[src/verilog/window_config.svh]
`ifndef WINDOW_CONFIG_SVH
`define WINDOW_CONFIG_SVH

// Sample and coefficient widths, coefficients are Q1.15
`define WIN_SAMPLE_W 16
`define WIN_COEF_W 16

// Window size limit is 2**WIN_MAX_LOG2 entries
`define WIN_MAX_LOG2 11

// Settings bus and readback
`define WIN_SET_ADDR_W 8
`define WIN_SET_DATA_W 32
`define WIN_SR_BASE 8'd32
`define WIN_SR_READBACK 8'd255
`define WIN_RB_SEL_W 3
`define WIN_RB_W 64
`define WIN_RB_BAD 64'h0BAD_C0DE_0BAD_C0DE

// Config stream word
`define WIN_CFG_W 32

`endif

[src/verilog/window_types_pkg.sv]
`include "window_config.svh"

package window_types_pkg;

  ///////////////////////////////////////////////////////////////////////
  // Data path types
  ///////////////////////////////////////////////////////////////////////

  // Complex sample, I in the upper half as on the stream bus
  typedef struct packed {
    logic signed [`WIN_SAMPLE_W-1:0] i;
    logic signed [`WIN_SAMPLE_W-1:0] q;
  } sample_t;

  // Real window coefficient
  typedef logic signed [`WIN_COEF_W-1:0] coef_t;

  // Output beat, last marks the final sample of a window
  typedef struct packed {
    sample_t data;
    logic    last;
  } beat_t;

  ///////////////////////////////////////////////////////////////////////
  // Control types
  ///////////////////////////////////////////////////////////////////////

  // Position inside the window, also used as coefficient RAM address
  typedef logic [`WIN_MAX_LOG2-1:0] idx_t;

endpackage

[src/verilog/window_sample_pipe.sv]
`timescale 1ns/10ps
`include "window_config.svh"

module window_sample_pipe (
  input  logic                        ce_clk,
  input  logic                        i_rst_n,
  input  window_types_pkg::sample_t   i_tdata,
  input  logic                        i_tvalid,
  input  logic                        i_out_ready,
  output logic                        o_tready,
  output logic                        o_advance,
  output logic                        o_take,
  output window_types_pkg::sample_t   o_s2_sample,
  output logic                        o_s2_valid
);

  window_types_pkg::sample_t   s1_sample;
  logic                        s1_valid;
  // Valid of the output register held in the multiplier
  logic                        s2_valid;

  ///////////////////////////////////////////////////////////////////////
  // Stall control
  ///////////////////////////////////////////////////////////////////////

  // Whole pipe moves together or not at all
  assign o_advance = !s2_valid || i_out_ready;
  assign o_tready  = o_advance;
  assign o_take    = i_tvalid && o_advance;

  // Stage 1 data
  always_ff @(posedge ce_clk) begin
    if (o_advance) begin
      s1_sample <= i_tdata;
    end
  end

  always_ff @(posedge ce_clk) begin
    if (!i_rst_n) begin
      s1_valid <= 1'b0;
      s2_valid <= 1'b0;
    end else if (o_advance) begin
      s1_valid <= i_tvalid;
      s2_valid <= s1_valid;
    end
  end

  // Sample presented to the multiplier stage
  assign o_s2_sample = s1_sample;
  assign o_s2_valid  = s1_valid;

  // Upstream keeps an offered sample steady until the pipe takes it
  assert property (@(posedge ce_clk) disable iff (!i_rst_n)
    (i_tvalid && !o_tready) |=> i_tvalid && $stable(i_tdata));

endmodule

[config.mk]
export PLATFORM = sky130hd
export DESIGN_NAME = window_sample_pipe
export DESIGN_NICKNAME = d
export VERILOG_FILES = /design/src/verilog/window_types_pkg.sv /design/src/verilog/window_sample_pipe.sv
export VERILOG_INCLUDE_DIRS = /design/src /design/src/verilog
export SDC_FILE = /design/constraint.sdc
export NUM_CORES = 1
export LEC_CHECK = 0
export BUFFER_PORTS_ARGS = -buffer_cell sky130_fd_sc_hd__buf_2
export CAP_MARGIN = 20
export CELL_PAD_IN_SITES_DETAIL_PLACEMENT = 1
export CELL_PAD_IN_SITES_GLOBAL_PLACEMENT = 1
export CORE_MARGIN = 2
export CORE_UTILIZATION = 35
export CTS_BUF_LIST = sky130_fd_sc_hd__clkbuf_4
export CTS_CLUSTER_DIAMETER = 40
export DETAILED_ROUTE_END_ITERATION = 16
export PLACE_DENSITY = 0.87
export SETUP_SLACK_MARGIN = 0.3
export SKIP_CTS_REPAIR_TIMING = 1
export SYNTH_ARGS = -nofsm -noshare
export SYNTH_HDL_FRONTEND = slang
export SYNTH_SLANG_ARGS = --single-unit
[constraint.sdc]
create_clock -name ce_clk -period 2.8 [get_ports ce_clk]
set_input_delay 0.84 -clock ce_clk [delete_from_list [all_inputs] [get_ports ce_clk]]
set_output_delay 0.84 -clock ce_clk [all_outputs]
set_load 0.02 [all_outputs]
==> results.yml <==
drt:
  ant_nets: 0
  first_pass_iters: 9
  vias_per_cell: 4.47
  drtIter0Drc: 11
  drc: 3
  wl_per_cell_um: 14.5
  vias: 684
  drt_wl_total_um: 2230
grt:
  grt_usage_pct: 13.7
  grt_overflow: 0
  grt_pass1_vias: 735
  grt_pass1_wl_um: 3190
  grt_max_degree: 18
  antenna_found_initial: 0
setup_path:
  reg2reg_depth: 3
  crit_fanout: 5
  crit_arrival_ns: 1.48
  critPathRequiredTime_ns: 1.96
  path_class: "in -> out"
  worst_setup_path_end_kind: "output pin"
  setup.worst_path.start_class: "input port"
min_path:
  hold_class: "reg -> reg"
  holdPathStages: 2
cts:
  htree_levels: 2
  cts.sinks: 34
  numCtsBuffers: 5
  root_buffer: "clkbuf_4"
  cts.clk_slew.worst_paths_ns: 0.11
  cts_tree: "built"
  cts_max_path_buffers: 2
  clk-insertion-delay-late_ns: 0.34
timing:
  tightest_slew_ns: 0.209
  finalSetupViolations: 0
  slew_headroom_pct: 86.1
  fin_tns_setup_ns: 0
  clock_skew_ns: 0.0154
  timing.final.crit_period_ns: 2.32
  maxSlewViolCount: 0
  max_freq_mhz: 431
  hold_viol: 0
  fin_crit_sh_pct: 82.8
  grt_setup_unrepaired: "no"
run:
  drv_cap: 0
logic_synthesis:
  synth_top_family_by_area: "simple AND/OR/NAND/NOR gates"
  synth-adder-area-share_pct: 0
  syn_inst: 42
  yosys-top-cells-area: "edfxtp_1 (91%), dfxtp_1 (3.8%), nor2b_4 (1.3%)"
  synthXorXnorAreaFrac_pct: 0
  synth-simple-area-share_pct: 2.60
  synth_area_um2: 1060
  synth.distinct_cells: 9
  yosysWarnings: 0
  synth_nets: 78
  synth_compound_area_share_pct: 0.710
  synth.top_cell.area_share_pct: 90.9
  synth_top_area_cell: "edfxtp_1"
  synth.avg_cell_area_um2: 25.2
  synth_seq_cells: 34
  synthMuxAreaShare_pct: 0.947
  ys_seq_area_share_pct: 94.7
floorplan:
  coreArea_um2: 2810
  die-area_um2: 3480
  fp.dieH_um: 59.0
  start_util_pct: 37.7
  rows: 19
  pin_count: 72
  die_x_um: 59.0
placed_design:
  port_buffers: 71
  routabilityCongestion: 0.652
  dpl.cell_count: 145
cells_and_area:
  antenna_cells: 0
  final_cells: 153
  multi_input_area_um2: 45.0
  fill_cells: 300
  layout-drive-gt1-share_pct: 68.0
  layout_commonest_cell: "buf_2"
  nNetsFinal: 157
  register_area_um2: 1000
  area_growth_pct: 45.8
  fin_util_pct: 55.0
  final_cell_mix: "buf_2 (71), edfxtp_1 (32), clkbuf_4 (6)"
pwr:
  p_leak_uw: 0.000695
  peakVddDrop_v: 0.000376
  powerDensity_nw_per_um2: 694
status:
  violations: "DRC"
  status: "complete, but fails checks"
-- cell type report --
| class | count | share of cell area (%) |
|---|---|---|
| tap | 31 | 2.52 |
| timing repair buffer | 73 | 24.0 |
| inverter | 1 | 0.244 |
| sequential | 34 | 64.9 |
| clock inverter | 2 | 2.44 |
| multi-input combinational | 6 | 2.92 |
| clock buffer | 6 | 2.92 |
-- worst max-delay path: stages --
cell and delay, ns:
buf_2 0.11, nor2b_4 0.14, inv_2 0.07, and2_1 0.15, buf_2 0.15
-- synth_stat cells --
master	number
nor2b_4	1
buf_4	1
mux2i_1	1
nand2_1	2
dfxtp_1	2
inv_2	1
o21a_1	1
edfxtp_1	32
and2_1	1
-- logic make-up (layout without fill, tap and decap cells) --
family,Yosys count,after routing
DFF,34,34
and+or+nand+nor,4,4
buffers and inverters,2,82
AOI/OAI and AO/OA,1,1
muxes,1,1
-- report_power, final --
part / internal (µW) / switching [µW] / total (µW) / leakage, µW
Clock: 198 / 157 / 355 / 0.0000419
Combinational: 43.1 / 72.1 / 115 / 0.000301
Sequential: 591 / 8.23 / 600 / 0.000352
Total: 832 / 237 / 1070 / 0.000695
-- final timing paths --
path,start,endpoint,slack (ns)
min,o_s2_valid$_SDFFE_PN0P_,o_s2_valid$_SDFFE_PN0P_,0.51
max,i_out_ready,o_take,0.48
max reg2reg,s2_valid$_SDFFE_PN0P_,o_s2_sample[14]$_DFFE_PP_,1.71
min reg2reg,o_s2_valid$_SDFFE_PN0P_,o_s2_valid$_SDFFE_PN0P_,0.51
-- flip-flops by register name (all words and copies together), names as in the netlist --
name and cells:
o_s2_valid 1, s2_valid 1, o_s2_sample 32
-- per-stage QoR --
stage / hold slack (ns) / cell area [µm²] / setup WS, ns / total power, µW
2_1_floorplan: 0.546 / 1060 / 0.326 / 668
3_3_place_gp: 0.460 / 1460 / 0.521 / 723
3_5_place_dp: 0.484 / 1460 / 0.479 / 728
4_1_cts: 0.522 / 1540 / 0.472 / 1080
5_1_grt: 0.535 / 1540 / 0.448 / 1110
6_report: 0.512 / 1540 / 0.481 / 1070
-- per-layer routing --
layer	GRT usage [%]	wire length [µm]	share of wire, %
met3	10.1	394	18
met4	7.79	52	2.3
met5	0	0	0
met2	22.2	1060	48
met1	12.2	719	32
Power figures use the tool's default switching activity.
