===== config.mk =====
export PLATFORM = sky130hd
export DESIGN_NAME = window_settings
export DESIGN_NICKNAME = d
export VERILOG_FILES = /design/src/verilog/window_types_pkg.sv /design/src/verilog/window_regs_pkg.sv /design/src/verilog/window_settings.sv
export VERILOG_INCLUDE_DIRS = /design/src /design/src/verilog
export SDC_FILE = /design/constraint.sdc
export NUM_CORES = 1
export LEC_CHECK = 0
export BUFFER_PORTS_ARGS = -buffer_cell sky130_fd_sc_hd__clkbuf_2
export CAP_MARGIN = 20
export CORE_UTILIZATION = 39
export DETAILED_ROUTE_END_ITERATION = 16
export PLACE_DENSITY = 0.8
export SKIP_LAST_GASP = 1
export SLEW_MARGIN = 20
export SYNTH_ARGS = -nofsm -noshare
export SYNTH_HDL_FRONTEND = slang
export SYNTH_SLANG_ARGS = --single-unit

===== constraint.sdc =====
create_clock -name ce_clk -period 1.5 [get_ports ce_clk]
set_input_delay 0 -clock ce_clk [delete_from_list [all_inputs] [get_ports ce_clk]]
set_output_delay 0 -clock ce_clk [all_outputs]
set_load 0.02 [all_outputs]

===== src/verilog/window_config.svh =====
`ifndef WINDOW_CONFIG_SVH
`define WINDOW_CONFIG_SVH

// Sample and coefficient widths, coefficients are Q1.15
`define WIN_SAMPLE_W 16
`define WIN_COEF_W 16

// Window size limit is 2**WIN_MAX_LOG2 entries
`define WIN_MAX_LOG2 11

// Settings bus and readback
`define WIN_SET_ADDR_W 8
`define WIN_SET_DATA_W 32
`define WIN_SR_BASE 8'd32
`define WIN_SR_READBACK 8'd255
`define WIN_RB_SEL_W 3
`define WIN_RB_W 64
`define WIN_RB_BAD 64'h0BAD_C0DE_0BAD_C0DE

// Config stream word
`define WIN_CFG_W 32

`endif


===== src/verilog/window_types_pkg.sv =====
`include "window_config.svh"

package window_types_pkg;

  ///////////////////////////////////////////////////////////////////////
  // Data path types
  ///////////////////////////////////////////////////////////////////////

  // Complex sample, I in the upper half as on the stream bus
  typedef struct packed {
    logic signed [`WIN_SAMPLE_W-1:0] i;
    logic signed [`WIN_SAMPLE_W-1:0] q;
  } sample_t;

  // Real window coefficient
  typedef logic signed [`WIN_COEF_W-1:0] coef_t;

  // Output beat, last marks the final sample of a window
  typedef struct packed {
    sample_t data;
    logic    last;
  } beat_t;

  ///////////////////////////////////////////////////////////////////////
  // Control types
  ///////////////////////////////////////////////////////////////////////

  // Position inside the window, also used as coefficient RAM address
  typedef logic [`WIN_MAX_LOG2-1:0] idx_t;

endpackage


===== src/verilog/window_regs_pkg.sv =====
`include "window_config.svh"

package window_regs_pkg;

  ///////////////////////////////////////////////////////////////////////
  // Settings bus register map
  ///////////////////////////////////////////////////////////////////////

  // Writable setting addresses
  typedef enum logic [`WIN_SET_ADDR_W-1:0] {
    // Window length in samples, 1 to the maximum size
    SR_WINDOW_LEN = `WIN_SR_BASE,
    // Selects what the readback bus returns
    SR_READBACK   = `WIN_SR_READBACK
  } sr_addr_e;

  ///////////////////////////////////////////////////////////////////////
  // Readback selections
  ///////////////////////////////////////////////////////////////////////

  // Codes not listed here read back the bad-address pattern
  typedef enum logic [`WIN_RB_SEL_W-1:0] {
    RB_MAX_SIZE   = 3'd0,
    RB_WINDOW_LEN = 3'd1,
    // Coefficients written since the last config tlast
    RB_COEF_COUNT = 3'd2
  } rb_sel_e;

endpackage


===== src/verilog/window_settings.sv =====
`timescale 1ns/10ps
`include "window_config.svh"

module window_settings (
  input  logic                         ce_clk,
  input  logic                         i_rst_n,
  input  logic                         i_set_stb,
  input  logic [`WIN_SET_ADDR_W-1:0]   i_set_addr,
  input  logic [`WIN_SET_DATA_W-1:0]   i_set_data,
  input  window_types_pkg::idx_t       i_coef_count,
  output window_types_pkg::idx_t       o_win_last,
  output logic                         o_restart,
  output logic [`WIN_RB_W-1:0]         o_rb_data
);

  localparam logic [`WIN_RB_W-1:0] RB_MAX = 1 << `WIN_MAX_LOG2;

  logic                         wr_len;
  logic                         wr_rb;
  logic [`WIN_RB_SEL_W-1:0]     rb_sel;
  logic [`WIN_MAX_LOG2:0]       win_len;

  // Address decode
  assign wr_len = i_set_stb && (i_set_addr == window_regs_pkg::SR_WINDOW_LEN);
  assign wr_rb  = i_set_stb && (i_set_addr == window_regs_pkg::SR_READBACK);

  ///////////////////////////////////////////////////////////////////////
  // Setting registers
  ///////////////////////////////////////////////////////////////////////

  // Length kept as last index, so 2048 wraps to all ones
  always_ff @(posedge ce_clk) begin
    if (!i_rst_n) begin
      o_win_last <= '1;
      rb_sel     <= window_regs_pkg::RB_MAX_SIZE;
      o_restart  <= 1'b0;
    end else begin
      o_restart <= wr_len;
      if (wr_len) begin
        o_win_last <= i_set_data[`WIN_MAX_LOG2-1:0] - 1;
      end
      if (wr_rb) begin
        rb_sel <= i_set_data[`WIN_RB_SEL_W-1:0];
      end
    end
  end

  ///////////////////////////////////////////////////////////////////////
  // Readback mux
  ///////////////////////////////////////////////////////////////////////

  assign win_len = {1'b0, o_win_last} + 1;

  always_comb begin
    case (rb_sel)
      window_regs_pkg::RB_MAX_SIZE: begin
        o_rb_data = RB_MAX;
      end
      window_regs_pkg::RB_WINDOW_LEN: begin
        o_rb_data = {{(`WIN_RB_W - `WIN_MAX_LOG2 - 1){1'b0}}, win_len};
      end
      window_regs_pkg::RB_COEF_COUNT: begin
        o_rb_data = {{(`WIN_RB_W - `WIN_MAX_LOG2){1'b0}}, i_coef_count};
      end
      default: begin
        o_rb_data = `WIN_RB_BAD;
      end
    endcase
  end

  // Back-to-back length writes would merge two restarts into one
  assert property (@(posedge ce_clk) disable iff (!i_rst_n)
    o_restart |=> !o_restart);

endmodule


==> flow_metrics.tcl <==
set metrics [dict create \
    crit_arrival_ps 1630 \
    period_share_pct 108.5 \
    critPathMaxFanout 4 \
    avgSynthCellArea_um2 7.825 \
    clock_latency_ps 250 \
    start_util_pct 40.94 \
    leakage_nw 1.035 \
    synth_top_area_share_pct 25.85 \
    vias_per_cell 4.757 \
    skew_ps 0 \
    criticalPathCategory "reg -> out" \
    core-area_um2 3689 \
    placementRows 22 \
    portBuffers 82 \
    place_congestion 0.9219 \
    synth_edf_count 0 \
    final.setup.tns_ps -236.8 \
    rr_worst_depth 3 \
    die_area_um2 4125 \
    dp_hpwl_um 2805 \
    drv_cap 0 \
    setup_violations 4 \
    drt-pass1-iter-count 4 \
    drt-total-wl_um 3692 \
    drt_iter0_markers 39 \
    placed_cell_area_um2 1783 \
    synthCells 193 \
    ir_drop_mv 0.4478 \
    min_to "o_win_last[2]$_SDFFE_PN1P_" \
    grt_util_all_layers_pct 18.55 \
    fp.dieH_um 64.23 \
    yosysTopAreaCell "buf_4" \
    power_density_nw_per_um2 444.0 \
    cts_tree "yes" \
    drive_gt1_share_pct 50.57 \
    io_pins 130 \
    routed-via-count 1489 \
    fin_area_um2 1996 \
    synth_common_cells "buf_4, nand2_1, dfxtp_1, nor2_1, a21oi_1" \
    nets 322 \
    antenna_cells 0 \
    grt_pass1_wl_um 5968 \
    seq_area_frac_synth_pct 19.88 \
    r2r_slack_ps 490 \
    drt-wirelength-per-cell_um 11.80 \
    grt_max_degree 27 \
    clk_pin_slew_ps 50 \
    start_kind "register" \
    regToRegStartpoint "rb_sel[2]$_SDFFE_PN0P_" \
    root_buffer "clkbuf_8" \
    hold_path.class "in -> reg" \
    status "finished with violations" \
    synth.ff_latch_count 15 \
    cts_sinks 15 \
    fin_ws_ps -128.1 \
    synth.most_common_cell "buf_4" \
    ctsHoldBuffers 0 \
    htreeDepth 1 \
    violations "negative setup slack" \
    yosysWarnings 0 \
    clock_path_buffers 2 \
    synth_ff_type "dfxtp_1" \
    cp-end-kind "primary output" \
    ys_top_cells_by_area "buf_4, dfxtp_1, nand2_1" \
    crit_required_ps 1500 \
    rsz0062_at_grt "true" \
    fmax_mhz 614.2 \
    dpl_worst_slack_ps 95.15 \
    total_power_mw 0.8861 \
    synth_area_um2 1510 \
    fin_crit_ps 1628 \
    async_flop_share_pct 0 \
    r2r-end "rb_sel[2]$_SDFFE_PN0P_" \
    antenna_found_initial 0 \
    first_global_vias 1332 \
    syn_to_final_growth_pct 32.15 \
    ys_types 37 \
    drv_slew 0 \
    holdPathStages 2 \
    hold_path_startpoint "i_rst_n" \
    numCtsBuffers 3 \
    drc 0 \
    die_w_um 64.23 \
    overflow 0 \
    hold_viol 0 \
    final_antenna_net_count 0 \
]
final cells by class:
type                       instances  area [µm²]
fill                             355        1693
multi-input combinational        140       959.7
timing repair buffer             100       586.8
sequential                        15       321.6
tap                               48       60.06
clock buffer                       4       45.04
inverter                           6       22.52
report_power, final:
group	leakage [nW]	switching, mW	internal [mW]	total, mW
Clock	0.0228	0.129	0.188	0.317
Sequential	0.119	0.00130	0.392	0.394
Combinational	0.892	0.119	0.0564	0.176
stage by stage:
stage	hold slack (ps)	utilization, %	std cells
floorplan	126.4	-	218
global route	62.23	54.10	313
detailed placement	296.5	48.34	303
global placement	304.7	48.34	303
finish	49.71	54.10	313
CTS	39.21	52.71	311
worst max-delay path, stage by stage (launching register included):
cell	delay [ps]
dfxtp_4	360
inv_2	80
nor4_4	300
nand3_1	150
a21boi_1	260
clkbuf_4	230
logic make-up (layout without fill, tap and decap cells):
logic type | after synthesis | in the layout | share of synthesized area (%)
AOI/OAI and AO/OA | 35 | 35 | 16.32
xor gates and xnor gates | 13 | 13 | 7.539
adders and majority gates | 2 | 2 | 1.657
buffers and inverters | 63 | 110 | 28.58
DFF | 15 | 15 | 19.88
muxes | 4 | 4 | 2.651
other | 1 | 26 | 0.2483
and+or+nand+nor | 60 | 60 | 23.11
per-layer routing:
layer / global-route usage (%) / share of wire, %
met5: 0 / 0
met4: 8.889 / 2.7
met3: 1.786 / 6.1
met2: 34.31 / 48
met1: 21.08 / 43
registers in the layout, summed over array words and instances, names as in the netlist:
name / cells
o_restart: 1
o_win_last: 11
rb_sel: 3
cell usage in the layout, fill, tap and decap left out, types with 4 or more instances in the layout:
cell      count
o21ai_1       6
conb_1       26
dfxtp_2       5
nand3_1       6
inv_1         5
a21oi_1       7
o211ai_1      7
dfxtp_4       4
o21bai_1      4
nand2_1      19
buf_4        19
clkbuf_8      4
dfxtp_1       6
clkbuf_2     73
nor2_1        8
xnor2_1       6
mux2i_1       4
xor2_1        7
repair_timing:
| item | in CTS | in global routing |
|---|---|---|
| endpoints found under the setup margin | 33 | 36 |
| pin swaps | 8 | 3 |
| setup buffers | 4 | 2 |
| gates cloned | 0 | 0 |
| resized for setup | 22 | 20 |
worst max-delay path by stage:
stage | slack, ps | start | end
2_1_floorplan | 20 | o_win_last[0]$_SDFFE_PN1P_ | o_rb_data[6]
3_3_place_gp | 110 | o_win_last[0]$_SDFFE_PN1P_ | o_rb_data[6]
3_5_place_dp | 100 | o_win_last[0]$_SDFFE_PN1P_ | o_rb_data[6]
4_1_cts | -80 | o_win_last[1]$_SDFFE_PN1P_ | o_rb_data[6]
5_1_grt | -150 | o_win_last[0]$_SDFFE_PN1P_ | o_rb_data[11]
6_report | -130 | o_win_last[4]$_SDFFE_PN1P_ | o_rb_data[11]
Power figures use the tool's default switching activity.
