===== config.mk =====
export PLATFORM = sky130hd
export DESIGN_NAME = window_mult
export DESIGN_NICKNAME = d
export VERILOG_FILES = /design/src/verilog/window_types_pkg.sv /design/src/verilog/window_mult.sv
export VERILOG_INCLUDE_DIRS = /design/src /design/src/verilog
export SDC_FILE = /design/constraint.sdc
export NUM_CORES = 1
export LEC_CHECK = 0
export BUFFER_PORTS_ARGS = -buffer_cell sky130_fd_sc_hd__buf_4
export CAP_MARGIN = 20
export CORE_MARGIN = 3
export CORE_UTILIZATION = 55
export CTS_CLUSTER_DIAMETER = 50
export DETAILED_ROUTE_END_ITERATION = 7
export GPL_TIMING_DRIVEN = 0
export PLACE_DENSITY = 0.74
export SYNTH_ARGS = -nofsm -noshare
export SYNTH_HDL_FRONTEND = slang
export SYNTH_SLANG_ARGS = --single-unit

===== constraint.sdc =====
create_clock -name ce_clk -period 7.9 [get_ports ce_clk]
set_input_delay 1.58 -clock ce_clk [delete_from_list [all_inputs] [get_ports ce_clk]]
set_output_delay 1.58 -clock ce_clk [all_outputs]
set_load 0.005 [all_outputs]

===== src/verilog/window_config.svh =====
`ifndef WINDOW_CONFIG_SVH
`define WINDOW_CONFIG_SVH

// Sample and coefficient widths, coefficients are Q1.15
`define WIN_SAMPLE_W 16
`define WIN_COEF_W 16

// Window size limit is 2**WIN_MAX_LOG2 entries
`define WIN_MAX_LOG2 11

// Settings bus and readback
`define WIN_SET_ADDR_W 8
`define WIN_SET_DATA_W 32
`define WIN_SR_BASE 8'd32
`define WIN_SR_READBACK 8'd255
`define WIN_RB_SEL_W 3
`define WIN_RB_W 64
`define WIN_RB_BAD 64'h0BAD_C0DE_0BAD_C0DE

// Config stream word
`define WIN_CFG_W 32

`endif


===== src/verilog/window_types_pkg.sv =====
`include "window_config.svh"

package window_types_pkg;

  ///////////////////////////////////////////////////////////////////////
  // Data path types
  ///////////////////////////////////////////////////////////////////////

  // Complex sample, I in the upper half as on the stream bus
  typedef struct packed {
    logic signed [`WIN_SAMPLE_W-1:0] i;
    logic signed [`WIN_SAMPLE_W-1:0] q;
  } sample_t;

  // Real window coefficient
  typedef logic signed [`WIN_COEF_W-1:0] coef_t;

  // Output beat, last marks the final sample of a window
  typedef struct packed {
    sample_t data;
    logic    last;
  } beat_t;

  ///////////////////////////////////////////////////////////////////////
  // Control types
  ///////////////////////////////////////////////////////////////////////

  // Position inside the window, also used as coefficient RAM address
  typedef logic [`WIN_MAX_LOG2-1:0] idx_t;

endpackage


===== src/verilog/window_mult.sv =====
`timescale 1ns/10ps
`include "window_config.svh"

module window_mult (
  input  logic                        ce_clk,
  input  logic                        i_rst_n,
  input  window_types_pkg::sample_t   i_sample,
  input  logic                        i_valid,
  input  window_types_pkg::coef_t     i_coef,
  input  logic                        i_last,
  input  logic                        i_advance,
  output window_types_pkg::beat_t     o_beat,
  output logic                        o_valid
);

  localparam int PROD_W  = `WIN_SAMPLE_W + `WIN_COEF_W;
  localparam int FRAC_W  = `WIN_COEF_W - 1;
  // Shifted sum still carries the overflow bits
  localparam int SCALE_W = PROD_W + 1 - FRAC_W;

  localparam logic signed [PROD_W:0]    HALF   = 1 <<< (FRAC_W - 1);
  localparam logic signed [SCALE_W-1:0] SAT_HI = (1 <<< (`WIN_SAMPLE_W - 1)) - 1;
  localparam logic signed [SCALE_W-1:0] SAT_LO = -(1 <<< (`WIN_SAMPLE_W - 1));

  window_types_pkg::beat_t   beat_nxt;

  ///////////////////////////////////////////////////////////////////////
  // Round half up, then clip to the sample range
  ///////////////////////////////////////////////////////////////////////

  function automatic logic signed [`WIN_SAMPLE_W-1:0] round_sat(
    input logic signed [`WIN_SAMPLE_W-1:0] x,
    input logic signed [`WIN_COEF_W-1:0]   c
  );
    logic signed [PROD_W-1:0]  prod;
    logic signed [PROD_W:0]    sum;
    logic signed [SCALE_W-1:0] scaled;
    prod   = x * c;
    sum    = {prod[PROD_W-1], prod} + HALF;
    // Same bits as sum >>> FRAC_W
    scaled = sum[PROD_W:FRAC_W];
    if (scaled > SAT_HI) begin
      round_sat = SAT_HI[`WIN_SAMPLE_W-1:0];
    end else if (scaled < SAT_LO) begin
      round_sat = SAT_LO[`WIN_SAMPLE_W-1:0];
    end else begin
      round_sat = scaled[`WIN_SAMPLE_W-1:0];
    end
  endfunction

  // I and Q share the coefficient
  always_comb begin
    beat_nxt.data.i = round_sat(i_sample.i, i_coef);
    beat_nxt.data.q = round_sat(i_sample.q, i_coef);
    beat_nxt.last   = i_last;
  end

  ///////////////////////////////////////////////////////////////////////
  // Output register
  ///////////////////////////////////////////////////////////////////////

  always_ff @(posedge ce_clk) begin
    if (i_advance) begin
      o_beat <= beat_nxt;
    end
  end

  always_ff @(posedge ce_clk) begin
    if (!i_rst_n) begin
      o_valid <= 1'b0;
    end else if (i_advance) begin
      o_valid <= i_valid;
    end
  end

endmodule


==> results.yml <==
floorplan:
  die_area_um2: 41100
  dieWidth_um: 203
  std_cell_rows: 71
  start_util_pct: 56.1
  core_area_um2: 37900
  io_pins: 87
  die_h_um: 203
route:
  viasPerCell: 5.55
  first_pass_iters: 7
  ant_nets: 0
  drc: 0
  num_vias: 16239
  wl_per_cell_um: 20.4
  drt-total-wl_mm: 59.7
  drtIter0Drc: 1315
finish:
  area_delta_synth_final_pct: 11.1
  drive_gt1_share_pct: 12.2
  fin_cells: 2926
  fillerInstances: 3224
  fin_util_pct: 62.4
  n_antenna_cell: 0
  final_area_um2: 23700
  nNetsFinal: 3157
worst_setup_path:
  crit_family: "adder cells"
  worstPathCellList: "buf_4, clkbuf_8, nand2_2, inv_1, fa_2, buf_4, fa_1, fa_1, fa_1, fa_1, inv_1, fa_1, inv_1, ha_4, nand4_4, or4_4, a211o_4, a31o_4, a22o_1, xor2_2, o21ai_4, buf_6, a21o_2"
  crit_path_end_kind: "flip-flop"
  critPathMaxStageDelay_ns: 0.55
  crit_arrival_ns: 7.84
  slowest_stage: "fa_1"
  criticalPathCategory: "input pin to flip-flop"
  crit_fanout: 10
  start_kind: "input pin"
  r2r_slack_ns: 7.29
  worst-path-buf-inv: 7
  crit_top_cell: "fa_1"
  worst_ep_required_time_ns: 7.96
yosys:
  ys_seq_area_share_pct: 4.75
  synth-async-reset-ratio_pct: 0
  synthCells: 2308
  synthDistinctLibCells: 58
  synth_seq_cells: 34
  synth_edf_count: 33
  ys_warn_count: 0
  syn_area_per_cell_um2: 9.23
  synthesis.area_um2: 21300
  synth_nets: 3051
  yosys_most_used_dff: "edfxtp_1"
global_route:
  grt_pass1_vias: 17805
  grt_max_degree: 35
  grt_usage_pct: 30.9
  grt_pass1_wl_mm: 97.6
  gr-total-overflow: 0
  grt_antenna_before_repair: 5
place:
  dp_hpwl_mm: 50.1
  portBuffers: 86
  postPlaceCellArea_um2: 22600
  dp_cells: 2905
  place.gp.congestion: 1.01
sta:
  min_period_ns: 7.78
  timing_hold_violations_final: 0
  worst_slew_pin_slew_ns: 0.823
  period_share_pct: 98.5
  slew_viol_final: 0
  setup_violations: 0
  fmax_mhz: 129
  whs_ns: 0.550
  max-slew-margin-rel_pct: 44.5
  skew_ns: 0
clock_tree:
  cts_inserted_buffers: 5
  cts.sinks: 34
  cts_root_buffer: "clkbuf_16"
  clockBufferDepth: 2
  clock_latency_ns: 0.30
  cts_tree: "yes"
  path_clk_slew_ns: 0.06
  htreeDepth: 2
status:
  run_status: "finished clean"
job:
  maxCapViolCount: 0
hold_path:
  holdCritPathClass: "flip-flop to flip-flop"
-- logic make-up after synthesis --
kind of cell,after synthesis,synth area share [%]
AOI/OAI and AO/OA,208,6.55
xor gates and xnor gates,48,1.97
adders and majority gates,690,59.4
buffers and inverters,674,12.1
DFF,34,4.75
muxes,3,0.141
and+or+nand+nor,651,15.1
-- synth_stat cells (3+ instances only) --
cell type / count / area (µm²)
nand3_1: 13 / 65.1
or2_2: 3 / 18.8
o21a_1: 12 / 90.1
a21o_1: 29 / 218
o31ai_1: 3 / 22.5
and3_1: 4 / 25.0
a31oi_1: 10 / 62.6
a21boi_0: 4 / 30.0
edfxtp_1: 33 / 991
a41oi_1: 5 / 43.8
mux2i_1: 3 / 30.0
a21o_2: 14 / 123
a21oi_1: 53 / 265
inv_1: 574 / 2150
o21bai_1: 4 / 30.0
xnor2_1: 34 / 298
nand2b_1: 5 / 31.3
buf_6: 6 / 67.6
nor3_1: 12 / 60.1
nor2_1: 55 / 206
xor2_1: 14 / 123
buf_2: 3 / 15.0
o211ai_1: 7 / 52.6
a211oi_1: 9 / 67.6
nand2_1: 286 / 1070
o21ai_0: 29 / 145
ha_1: 156 / 1950
nand4_1: 16 / 100
and2_1: 240 / 1500
and4_1: 3 / 26.3
fa_1: 534 / 10700
o311ai_0: 5 / 43.8
clkbuf_1: 88 / 330
or3_1: 4 / 25.0
a31o_2: 3 / 26.3
-- registers in the layout, indices dropped and copies added, names as in the netlist --
signal and cells:
o_beat 33, o_valid 1
-- tightest hold or removal path, delay by kind of cell, from the launching register on --
| family | cells | cell delay (ns) |
|---|---|---|
| simple gates | 1 | 0.06 |
| mux | 1 | 0.13 |
| flops | 1 | 0.31 |
-- worst paths after layout --
| check | from | endpoint | cells after the start |
|---|---|---|---|
| worst max-delay path | i_coef[2] | o_beat[27]$_SDFFCE_PN1P_ | 23 |
| worst min-delay path | o_valid$_SDFFE_PN0P_ | o_valid$_SDFFE_PN0P_ | 2 |
| worst max register to register | o_valid$_SDFFE_PN0P_ | o_valid$_SDFFE_PN0P_ | 2 |
| worst min register to register | o_valid$_SDFFE_PN0P_ | o_valid$_SDFFE_PN0P_ | 2 |
-- cell usage in the layout, fill, tap and decap left out, types with 4 or more instances in the layout --
cell,netlist,layout
a211oi_1,9,8
a21boi_0,4,4
a21o_1,29,29
a21o_2,14,14
a21oi_1,53,48
a21oi_2,1,4
a31oi_1,10,10
a41oi_1,5,4
and2_1,240,239
buf_12,0,4
buf_2,3,6
buf_4,2,127
buf_6,6,25
buf_8,0,5
clkbuf_1,88,5
clkbuf_16,0,5
clkbuf_2,0,12
clkbuf_4,0,15
edfxtp_1,33,33
fa_1,534,518
fa_2,0,16
ha_1,156,138
ha_2,0,7
ha_4,0,11
inv_1,574,569
nand2_1,286,283
nand2b_1,5,5
nand3_1,13,13
nand4_1,16,16
nor2_1,55,53
nor3_1,12,11
o211ai_1,7,7
o21a_1,12,12
o21ai_0,29,28
o21bai_1,4,4
o311ai_0,5,5
or3_1,4,4
xnor2_1,34,33
xor2_1,14,12
-- stage by stage --
| stage | TNS (ns) | worst slack, ns |
|---|---|---|
| after detailed placement | -40.64 | -1.48 |
| after global routing | -0.0410 | -0.0357 |
| after CTS | 0 | 0.00458 |
| after global placement | -37.98 | -1.43 |
| after floorplan | 0 | 0.0467 |
| final | 0 | 0.119 |
-- per-layer routing --
metal / GRT usage [%] / vias up / routed length [µm]
met3: 8.32 / 114 / 6510
met4: 9.58 / 2 / 2050
met2: 46.8 / 725 / 26500
met1: 43.9 / 8332 / 24600
met5: 0 / - / 11
li1: - / 7066 / -
-- layout make-up --
type | instances | area, µm² | share of cell area (%)
clock buffers | 6 | 129 | 0.545
repair buffers | 115 | 896 | 3.79
inverters | 574 | 2160 | 9.14
clock inverters | 2 | 8.76 | 0.0370
flip-flops and latches | 34 | 1010 | 4.27
plain buffers | 84 | 726 | 3.07
well taps | 511 | 639 | 2.70
multi-input cells | 1600 | 18100 | 76.5
-- repair_timing --
action,CTS,global route
resized for setup,133,180
gates cloned,0,1
hold buffers,0,0
pin swaps,16,26
setup buffers,12,16
endpoints found under the setup margin,32,30
Power is not shown: default switching activity piles up to over one toggle a cycle in this logic, so the estimate is an artifact.
